--- config.mk ---
export PLATFORM = sky130hd
export DESIGN_NAME = mips_decode_top
export DESIGN_NICKNAME = d
export VERILOG_FILES = /design/src/hdl/mips_pipe_pkg.sv /design/src/hdl/mips_isa_pkg.sv /design/src/hdl/mips_decode_top.sv /design/src/hdl/decode_stage.sv /design/src/hdl/reg_file.sv /design/src/hdl/instr_decoder.sv
export VERILOG_INCLUDE_DIRS = /design/src /design/src/hdl
export SDC_FILE = /design/constraint.sdc
export NUM_CORES = 2
export LEC_CHECK = 0
export BUFFER_PORTS_ARGS = -buffer_cell sky130_fd_sc_hd__buf_4
export CAP_MARGIN = 20
export CORE_ASPECT_RATIO = 0.6
export CORE_MARGIN = 1
export CORE_UTILIZATION = 43
export DETAILED_ROUTE_END_ITERATION = 10
export PLACE_DENSITY = 0.61
export REMOVE_ABC_BUFFERS = 1
export SYNTH_ARGS = -nofsm -noshare
export SYNTH_HDL_FRONTEND = slang
export SYNTH_HIERARCHICAL = 1
export SYNTH_SLANG_ARGS = --single-unit
export TNS_END_PERCENT = 100
--- constraint.sdc ---
create_clock -name clk -period 4.5 [get_ports clk]
set_input_delay 0.225 -clock clk [delete_from_list [all_inputs] [get_ports clk]]
set_output_delay 0.225 -clock clk [all_outputs]
set_load 0.02 [all_outputs]
--- src/hdl/mips_macros.svh ---
`ifndef MIPS_MACROS_SVH
`define MIPS_MACROS_SVH

// widths
`define WORD_W      32
`define REG_ADDR_W  5
`define LINK_REG    31

// primary opcodes
`define OP_RT       6'b000000
`define OP_BGEZ     6'b000001
`define OP_J        6'b000010
`define OP_JAL      6'b000011
`define OP_BEQ      6'b000100
`define OP_BNE      6'b000101
`define OP_BLEZ     6'b000110
`define OP_BGTZ     6'b000111
`define OP_ADDI     6'b001000
`define OP_ADDIU    6'b001001
`define OP_SLTI     6'b001010
`define OP_SLTIU    6'b001011
`define OP_ANDI     6'b001100
`define OP_ORI      6'b001101
`define OP_XORI     6'b001110
`define OP_LUI      6'b001111
`define OP_ERET     6'b010000
`define OP_LB       6'b100000
`define OP_LH       6'b100001
`define OP_LW       6'b100011
`define OP_LBU      6'b100100
`define OP_LHU      6'b100101
`define OP_SB       6'b101000
`define OP_SH       6'b101001
`define OP_SW       6'b101011

// funct field of special opcode
`define F_ADD       6'b100000
`define F_ADDU      6'b100001
`define F_SUB       6'b100010
`define F_SUBU      6'b100011
`define F_SLT       6'b101010
`define F_SLTU      6'b101011

// rt field of regimm opcode
`define B_BLTZ      5'b00000
`define B_BGEZ      5'b00001
`define B_BLTZAL    5'b10000
`define B_BGEZAL    5'b10001

// rs field of cop0 opcode
`define C_MFC0      5'b00000
`define C_MTC0      5'b00100
`define C_ERET      5'b10000

`endif
--- src/hdl/mips_pipe_pkg.sv ---
`default_nettype none

`include "mips_macros.svh"

package mips_pipe_pkg;

    typedef logic [`WORD_W-1:0]     word_t;
    typedef logic [`REG_ADDR_W-1:0] reg_addr_t;

    // how imm16 is widened for execute
    typedef enum logic [1:0] {
        IMM_NONE,
        IMM_SIGN,
        IMM_ZERO,
        IMM_UPPER
    } imm_kind_t;

    typedef enum logic [1:0] {
        TGT_NONE,
        TGT_BRANCH,
        TGT_JUMP
    } tgt_kind_t;

endpackage

`default_nettype wire

--- src/hdl/mips_isa_pkg.sv ---
`default_nettype none

`include "mips_macros.svh"

package mips_isa_pkg;

    typedef logic [5:0] op_t;
    typedef logic [5:0] func_t;

    typedef struct packed {
        op_t                        op;
        logic [`REG_ADDR_W-1:0]     rs;
        logic [`REG_ADDR_W-1:0]     rt;
        logic [`REG_ADDR_W-1:0]     rd;
        logic [4:0]                 shamt;
        func_t                      funct;
    } r_fmt_t;

    typedef struct packed {
        op_t                        op;
        logic [`REG_ADDR_W-1:0]     rs;
        logic [`REG_ADDR_W-1:0]     rt;
        logic [15:0]                imm16;
    } i_fmt_t;

    typedef struct packed {
        op_t                        op;
        logic [25:0]                index26;
    } j_fmt_t;

    // one fetched word, viewed by format
    typedef union packed {
        r_fmt_t r;
        i_fmt_t i;
        j_fmt_t j;
    } instr_u;

    typedef enum logic [5:0] {
        ADD, ADDU, SUB, SUBU, SLT, SLTU,
        AND, LUI, OR, XOR,
        BEQ, BNE, BGEZ, BLTZ, BGEZAL, BLTZAL, BGTZ, BLEZ,
        J, JAL,
        LB, LBU, LH, LHU, LW,
        SB, SH, SW,
        ERET, MFC0, MTC0,
        ILLEGAL
    } mips_op_t;

endpackage

`default_nettype wire

--- src/hdl/mips_decode_top.sv ---
`timescale 1ns/1ps
`default_nettype none

module mips_decode_top
    import mips_isa_pkg::*;
    import mips_pipe_pkg::*;
(
    input  logic        clk,
    input  logic        rst_n,
    input  logic        in_req,
    input  word_t       in_instr,
    input  word_t       in_pc,
    output logic        in_ack,
    input  logic        wb_we,
    input  reg_addr_t   wb_addr,
    input  word_t       wb_data,
    output logic        out_req,
    input  logic        out_ack,
    output mips_op_t    out_op,
    output word_t       out_rs_val,
    output word_t       out_rt_val,
    output word_t       out_imm,
    output word_t       out_target,
    output reg_addr_t   out_dest,
    output logic        out_wr_en,
    output logic        out_reserved,
    output word_t       out_pc
);

    // read port wiring between stage and register file
    reg_addr_t  rs_addr;
    reg_addr_t  rt_addr;
    word_t      rs_data;
    word_t      rt_data;

    decode_stage u_decode_stage (
        .clk          (clk),
        .rst_n        (rst_n),
        .in_req       (in_req),
        .in_instr     (in_instr),
        .in_pc        (in_pc),
        .in_ack       (in_ack),
        .out_req      (out_req),
        .out_ack      (out_ack),
        .out_op       (out_op),
        .out_rs_val   (out_rs_val),
        .out_rt_val   (out_rt_val),
        .out_imm      (out_imm),
        .out_target   (out_target),
        .out_dest     (out_dest),
        .out_wr_en    (out_wr_en),
        .out_reserved (out_reserved),
        .out_pc       (out_pc),
        .rs_addr      (rs_addr),
        .rt_addr      (rt_addr),
        .rs_data      (rs_data),
        .rt_data      (rt_data)
    );

    reg_file u_reg_file (
        .clk     (clk),
        .rst_n   (rst_n),
        .rs_addr (rs_addr),
        .rt_addr (rt_addr),
        .rs_data (rs_data),
        .rt_data (rt_data),
        .wb_we   (wb_we),
        .wb_addr (wb_addr),
        .wb_data (wb_data)
    );

endmodule

`default_nettype wire

--- src/hdl/decode_stage.sv ---
`timescale 1ns/1ps
`default_nettype none

module decode_stage
    import mips_isa_pkg::*;
    import mips_pipe_pkg::*;
(
    input  logic        clk,
    input  logic        rst_n,
    input  logic        in_req,
    input  word_t       in_instr,
    input  word_t       in_pc,
    output logic        in_ack,
    output logic        out_req,
    input  logic        out_ack,
    output mips_op_t    out_op,
    output word_t       out_rs_val,
    output word_t       out_rt_val,
    output word_t       out_imm,
    output word_t       out_target,
    output reg_addr_t   out_dest,
    output logic        out_wr_en,
    output logic        out_reserved,
    output word_t       out_pc,
    output reg_addr_t   rs_addr,
    output reg_addr_t   rt_addr,
    input  word_t       rs_data,
    input  word_t       rt_data
);

    instr_u     in_word;
    mips_op_t   dec_op;
    imm_kind_t  dec_imm_kind;
    tgt_kind_t  dec_tgt_kind;
    reg_addr_t  dec_dest;
    logic       dec_wr_en;
    logic       dec_reserved;
    logic       slot_full;
    logic       capture;
    word_t      sext_imm;
    word_t      pc_plus4;
    word_t      imm_ext;
    word_t      target;

    assign in_word = in_instr;
    assign rs_addr = in_word.r.rs;
    assign rt_addr = in_word.r.rt;

    instr_decoder u_instr_decoder (
        .instr      (in_word),
        .op         (dec_op),
        .imm_kind   (dec_imm_kind),
        .tgt_kind   (dec_tgt_kind),
        .dest       (dec_dest),
        .wr_en      (dec_wr_en),
        .reserved   (dec_reserved)
    );

    assign sext_imm = {{16{in_word.i.imm16[15]}}, in_word.i.imm16};
    assign pc_plus4 = in_pc + 32'd4;

    always_comb begin
        case (dec_imm_kind)
            IMM_SIGN:   imm_ext = sext_imm;
            IMM_ZERO:   imm_ext = {16'h0000, in_word.i.imm16};
            IMM_UPPER:  imm_ext = {in_word.i.imm16, 16'h0000};
            default:    imm_ext = '0;
        endcase
    end

    always_comb begin
        case (dec_tgt_kind)
            TGT_BRANCH: target = pc_plus4 + {sext_imm[29:0], 2'b00};
            TGT_JUMP:   target = {pc_plus4[31:28], in_word.j.index26, 2'b00};
            default:    target = '0;
        endcase
    end

    // accept only into an empty slot, one word at a time
    assign capture = in_req && !in_ack && !slot_full;

    always_ff @(posedge clk or negedge rst_n) begin
        if (!rst_n) begin
            in_ack    <= 1'b0;
            out_req   <= 1'b0;
            slot_full <= 1'b0;
        end else if (capture) begin
            in_ack    <= 1'b1;
            out_req   <= 1'b1;
            slot_full <= 1'b1;
        end else begin
            if (in_ack && !in_req) begin
                in_ack <= 1'b0;
            end
            // execute has taken it; wait for its ack to fall
            if (out_req && out_ack) begin
                out_req <= 1'b0;
            end else if (slot_full && !out_req && !out_ack) begin
                slot_full <= 1'b0;
            end
        end
    end

    always_ff @(posedge clk) begin
        if (capture) begin
            out_op       <= dec_op;
            out_rs_val   <= rs_data;
            out_rt_val   <= rt_data;
            out_imm      <= imm_ext;
            out_target   <= target;
            out_dest     <= dec_dest;
            out_wr_en    <= dec_wr_en;
            out_reserved <= dec_reserved;
            out_pc       <= in_pc;
        end
    end

    a_out_stable: assert property (@(posedge clk) disable iff (!rst_n)
        (out_req && !out_ack) |=> $stable({out_op, out_rs_val, out_rt_val, out_imm,
            out_target, out_dest, out_wr_en, out_reserved, out_pc}));

endmodule

`default_nettype wire

--- src/hdl/reg_file.sv ---
`timescale 1ns/1ps
`default_nettype none

module reg_file
    import mips_pipe_pkg::*;
(
    input  logic        clk,
    input  logic        rst_n,
    input  reg_addr_t   rs_addr,
    input  reg_addr_t   rt_addr,
    output word_t       rs_data,
    output word_t       rt_data,
    input  logic        wb_we,
    input  reg_addr_t   wb_addr,
    input  word_t       wb_data
);

    // r0 is not stored
    word_t regs [1:31];

    always_ff @(posedge clk or negedge rst_n) begin
        if (!rst_n) begin
            for (int i = 1; i < 32; i++) begin
                regs[i] <= '0;
            end
        end else if (wb_we && wb_addr != '0) begin
            regs[wb_addr] <= wb_data;
        end
    end

    // zero register, then write-through, then stored value
    function automatic word_t read_port(input reg_addr_t addr);
        word_t val;
        if (addr == '0) begin
            val = '0;
        end else if (wb_we && wb_addr == addr) begin
            val = wb_data;
        end else begin
            val = regs[addr];
        end
        return val;
    endfunction

    always_comb begin
        rs_data = read_port(rs_addr);
        rt_data = read_port(rt_addr);
    end

    a_zero_reads_zero: assert property (@(posedge clk) disable iff (!rst_n)
        ((rs_addr != '0) || (rs_data == '0)) && ((rt_addr != '0) || (rt_data == '0)));

endmodule

`default_nettype wire

--- src/hdl/instr_decoder.sv ---
`timescale 1ns/1ps
`default_nettype none

`include "mips_macros.svh"

module instr_decoder
    import mips_isa_pkg::*;
    import mips_pipe_pkg::*;
(
    input  instr_u      instr,
    output mips_op_t    op,
    output imm_kind_t   imm_kind,
    output tgt_kind_t   tgt_kind,
    output reg_addr_t   dest,
    output logic        wr_en,
    output logic        reserved
);

    logic is_rtype;
    assign is_rtype = (instr.r.op == `OP_RT);

    // opcode first, then funct / rt / rs sub-decode
    always_comb begin
        op = ILLEGAL;
        case (instr.r.op)
            `OP_ADDI:   op = ADD;
            `OP_ADDIU:  op = ADDU;
            `OP_SLTI:   op = SLT;
            `OP_SLTIU:  op = SLTU;
            `OP_ANDI:   op = AND;
            `OP_LUI:    op = LUI;
            `OP_ORI:    op = OR;
            `OP_XORI:   op = XOR;
            `OP_BEQ:    op = BEQ;
            `OP_BNE:    op = BNE;
            `OP_BGEZ: begin
                case (instr.i.rt)
                    `B_BGEZ:    op = BGEZ;
                    `B_BLTZ:    op = BLTZ;
                    `B_BGEZAL:  op = BGEZAL;
                    `B_BLTZAL:  op = BLTZAL;
                    default:    op = ILLEGAL;
                endcase
            end
            `OP_BGTZ:   op = BGTZ;
            `OP_BLEZ:   op = BLEZ;
            `OP_J:      op = J;
            `OP_JAL:    op = JAL;
            `OP_LB:     op = LB;
            `OP_LBU:    op = LBU;
            `OP_LH:     op = LH;
            `OP_LHU:    op = LHU;
            `OP_LW:     op = LW;
            `OP_SB:     op = SB;
            `OP_SH:     op = SH;
            `OP_SW:     op = SW;
            `OP_ERET: begin
                case (instr.r.rs)
                    `C_ERET:    op = ERET;
                    `C_MFC0:    op = MFC0;
                    `C_MTC0:    op = MTC0;
                    default:    op = ILLEGAL;
                endcase
            end
            `OP_RT: begin
                case (instr.r.funct)
                    `F_ADD:     op = ADD;
                    `F_ADDU:    op = ADDU;
                    `F_SUB:     op = SUB;
                    `F_SUBU:    op = SUBU;
                    `F_SLT:     op = SLT;
                    `F_SLTU:    op = SLTU;
                    default:    op = ILLEGAL;
                endcase
            end
            default:    op = ILLEGAL;
        endcase
    end

    // control follows from the decoded op
    always_comb begin
        imm_kind = IMM_NONE;
        tgt_kind = TGT_NONE;
        dest     = '0;
        wr_en    = 1'b0;
        case (op)
            ADD, ADDU, SLT, SLTU: begin
                wr_en    = 1'b1;
                dest     = is_rtype ? instr.r.rd : instr.i.rt;
                imm_kind = is_rtype ? IMM_NONE : IMM_SIGN;
            end
            SUB, SUBU: begin
                wr_en = 1'b1;
                dest  = instr.r.rd;
            end
            // only the immediate forms reach here
            AND, OR, XOR: begin
                wr_en    = 1'b1;
                dest     = instr.i.rt;
                imm_kind = IMM_ZERO;
            end
            LUI: begin
                wr_en    = 1'b1;
                dest     = instr.i.rt;
                imm_kind = IMM_UPPER;
            end
            BEQ, BNE, BGEZ, BLTZ, BGTZ, BLEZ: begin
                imm_kind = IMM_SIGN;
                tgt_kind = TGT_BRANCH;
            end
            BGEZAL, BLTZAL: begin
                wr_en    = 1'b1;
                dest     = reg_addr_t'(`LINK_REG);
                imm_kind = IMM_SIGN;
                tgt_kind = TGT_BRANCH;
            end
            J:      tgt_kind = TGT_JUMP;
            JAL: begin
                wr_en    = 1'b1;
                dest     = reg_addr_t'(`LINK_REG);
                tgt_kind = TGT_JUMP;
            end
            LB, LBU, LH, LHU, LW: begin
                wr_en    = 1'b1;
                dest     = instr.i.rt;
                imm_kind = IMM_SIGN;
            end
            SB, SH, SW: imm_kind = IMM_SIGN;
            MFC0: begin
                wr_en = 1'b1;
                dest  = instr.i.rt;
            end
            default: begin
                // MTC0, ERET and ILLEGAL write nothing
                wr_en = 1'b0;
            end
        endcase
    end

    assign reserved = (op == ILLEGAL);

    // sampled on each new word, so checks the settled outputs of the last one
    a_reserved_no_write: assert property (@(instr) reserved |-> !wr_en);

endmodule

`default_nettype wire

==> summary.md <==
| Metric | Value |
|---|---|
| Status | `complete, no violations` |
| Final HPWL DP | `136000 µm` |
| Most frequent cells in the layout | `1101 x mux2_2, 995 x dfrtp_1, 369 x buf_4` |
| Post-synthesis sequential area ratio | `47.4%` |
| Setup Buffers After CTS | `0` |
| CP endpoint kind | `register` |
| TritonCTS clock tree | `yes` |
| H-tree levels | `3` |
| Worst-Skew Late Latency | `0.76 ns` |
| Port-buffer cells | `280` |
| Num ports | `281` |
| Max VDD drop | `308 µV` |
| CP Class | `input port to register` |
| Area Overhead vs Synth | `13.3%` |
| Initial antenna violation count | `9` |
| Fin crit share | `82.1%` |
| Dpl ws | `0.562 ns` |
| Area fraction in and, or, nand and nor cells after synthesis | `4.30%` |
| Global-route wire length before repair | `321000 µm` |
| Row Count | `108` |
| Die X | `498 µm` |
| CP peak stage delay | `0.82 ns` |
| Area fraction in compound gates after synthesis | `7.14%` |
| Core Region | `146000 µm²` |
| Top achievable clock speed | `271 MHz` |
| Min-delay src | `wb_data[26]` |
| Commonest non-fill, non-tap cell in the layout | `mux2_2` |
| Final-report setup violation count | `0` |
| R2r setup slk | `2.24 ns` |
| EDFF count, synth | `173` |
| Yosys warning total | `6` |
| Start of the worst register-to-register path | `u_decode_stage/in_ack$_DFFE_PN0P_` |
| Max-Slew Margin vs Limit | `19.9%` |
| Final Worst Setup Slack | `0.805 ns` |
| Share of layout cells above drive strength 1 | `44.3%` |
| Fin. max-slew vios | `0` |
| Root Driver | `clkbuf_16` |
| Worst-path cell chain | `dlygate4sd3_1 > buf_4 > nor3b_1 > and2_1 > o22ai_1 > nor2b_1 > nand2_1 > a32o_1 > a211o_1 > xor2_1 > and2_1` |
| CP Launch Type | `input port` |
| Asr flop ratio synth | `85.2%` |
| CTS Buf Count | `113` |
| Slowest cell on crit path | `xor2_1` |
| Setup Skew | `0.0340 ns` |
| Synth unique cells | `96` |
| Die H | `300 µm` |
| GRT Overall Usage | `29.6%` |
| Synth area leaders | `dfrtp_1 39%, mux2_2 20%, mux4_2 12%` |
| Yosys top cell area share | `39.2%` |
| Lkg Pwr | `0.0302 µW` |
| Largest net degree at the start of global routing | `141` |
| GPL Wtd Cong | `0.895` |
| Total power | `31500 µW` |
| Clock transition at path regs | `0.07 ns` |
| Largest family of logic cells by synthesized area | `multiplexers` |
| Dominant cell type by area after synthesis | `dfrtp_1` |
| CTS Buffer Depth | `3` |
| Post-synthesis mux area share | `35.5%` |
| Critical Path RT | `5.11 ns` |
| Most used cell, CP | `and2_1` |
| Hold Vio Cnt, Final | `0` |
| Syn Inst Count | `4574` |
| 1st-iter DRT viols | `5239` |
| Fin cells | `6745` |
| Unrepaired setup endpoints after global routing | `false` |
| # nets final | `4870` |
| Fill count | `12513` |
| Die ar. | `149000 µm²` |
| GRT overflow | `0` |
| Worst Tran Pin Value | `1.20 ns` |
| Via density | `6.51` |
| Classification of the worst-slack hold path | `input port to register` |
| Routed WL | `223000 µm` |
| Max cap viols | `0` |
| DRT antenna net count | `0` |
| First-pass DRT Iterations | `5` |
| Initial core utilization | `43.6%` |
| Synth Area in XOR/XNOR | `0.882%` |
| Tmin final | `3.70 ns` |
| DP Cell Count | `6450` |
| Routed WL per cell | `33.1 µm` |
| CP delay by family, top | `simple AND/OR/NAND/NOR gates` |
| Buf+Inv Stages, Crit Path | `2` |
| Pwr dens | `437 nW/µm²` |
| Post-synthesis cell area | `63500 µm²` |
| DRC Markers | `0` |
| Mean post-synth cell area | `13.9 µm²` |
| Synth Area in Adders | `0.894%` |
| Origin of the worst setup path | `in_instr[2]` |
| Arrival time at the worst endpoint | `4.31 ns` |
| CTS sink cnt | `1168` |
| Post-synthesis register bit count | `1168` |
| Synth Flop Type | `dfrtp_1` |
| Critical path fanouts, max | `17` |
| Detailed-route via count | `43935` |
| Vias in the first global route | `43418` |
[report_power, final]
part	total (µW)	switching [µW]	internal (µW)	leakage (µW)
combinational	7020	3270	3750	0.0140
clock	10200	4430	5730	0.00190
sequential	14300	1420	12900	0.0144
[synthesized netlist by cell type, drive strengths merged, types with 25 or more instances]
cell type,instances
edfxtp,173
o211ai,28
a31oi,34
o22ai,27
dfrtp,995
clkbuf,182
nor3,34
buf,274
nand2,168
o2111ai,28
mux4,370
mux2i,173
mux2,1101
a221o,50
a21oi,110
and2,25
a22oi,51
a211oi,61
o21ai,103
nand3,47
nor2b,48
nand2b,49
inv,25
xor2,26
ha,43
nor2,93
xnor2,38
[kinds of logic (layout without fill, tap and decap cells)]
family	count (synthesis)	in the layout
AOI/OAI and AO/OA	628	628
and+or+nand+nor	543	543
adders and majority gates	45	45
DFF	1168	1168
other	1	6
buffers and inverters	481	722
muxes	1644	1644
xor gates and xnor gates	64	64
[state kept, by name, summed over array words and instances, names as in the netlist, 5 cells and up]
name,cells
u_decode_stage/out_target,32
u_decode_stage/out_pc,32
u_decode_stage/out_rs_val,32
u_decode_stage/out_op,6
u_decode_stage/out_dest,5
u_decode_stage/out_rt_val,32
u_decode_stage/out_imm,32
u_reg_file/regs,992
[final cells by class]
| type | instances | area [µm²] | share of cell area [%] |
|---|---|---|---|
| clock buffers | 177 | 3450 | 4.79 |
| well taps | 1925 | 2410 | 3.35 |
| multi-input cells | 2925 | 31200 | 43.3 |
| diodes | 5 | 12.5 | 0.0174 |
| flip-flops and latches | 1168 | 30100 | 41.8 |
| repair buffers | 487 | 4300 | 5.97 |
| clock inverters | 33 | 414 | 0.576 |
| inverters | 25 | 104 | 0.144 |
[per-layer routing]
| metal | part of all wire, % | track usage, % |
|---|---|---|
| met5 | 0.026 | 0 |
| met4 | 2.7 | 8.08 |
| met3 | 10 | 8.19 |
| met2 | 42 | 41.4 |
| met1 | 45 | 44.7 |
[worst paths after layout]
kind	depth (start not counted)	end
worst max register to register	4	u_decode_stage/out_rs_val[22]$_DFFE_PP_
worst max-delay path	11	u_decode_stage/out_imm[10]$_SDFFCE_PN0P_
min in group asynchronous	2	u_reg_file/regs[864]$_DFFE_PN0P_
worst min register to register	1	u_decode_stage/in_ack$_DFFE_PN0P_
worst min-delay path	2	u_reg_file/regs[954]$_DFFE_PN0P_
max in group asynchronous	3	u_reg_file/regs[423]$_DFFE_PN0P_
[through the flow]
step / utilization, % / hold WS [ns] / instance area (µm²) / setup TNS (ns)
after CTS: 49.4 / 0.00108 / 71900 / 0
final: 49.4 / 0.0486 / 71900 / 0
after global routing: 49.4 / 0.0361 / 71900 / 0
after detailed placement: 46.2 / 0.329 / 67300 / 0
after floorplan: - / -0.0706 / 61100 / -0.0774
after global placement: 46.2 / 0.311 / 67300 / 0
[what timing repair did]
action / CTS / global route
gates resized for setup: 0 / 0
endpoints found under the hold margin: 919 / 0
endpoints found under the setup margin: 0 / 0
hold buffers: 80 / 0
No activity file was read; power rests on OpenSTA's default activity.
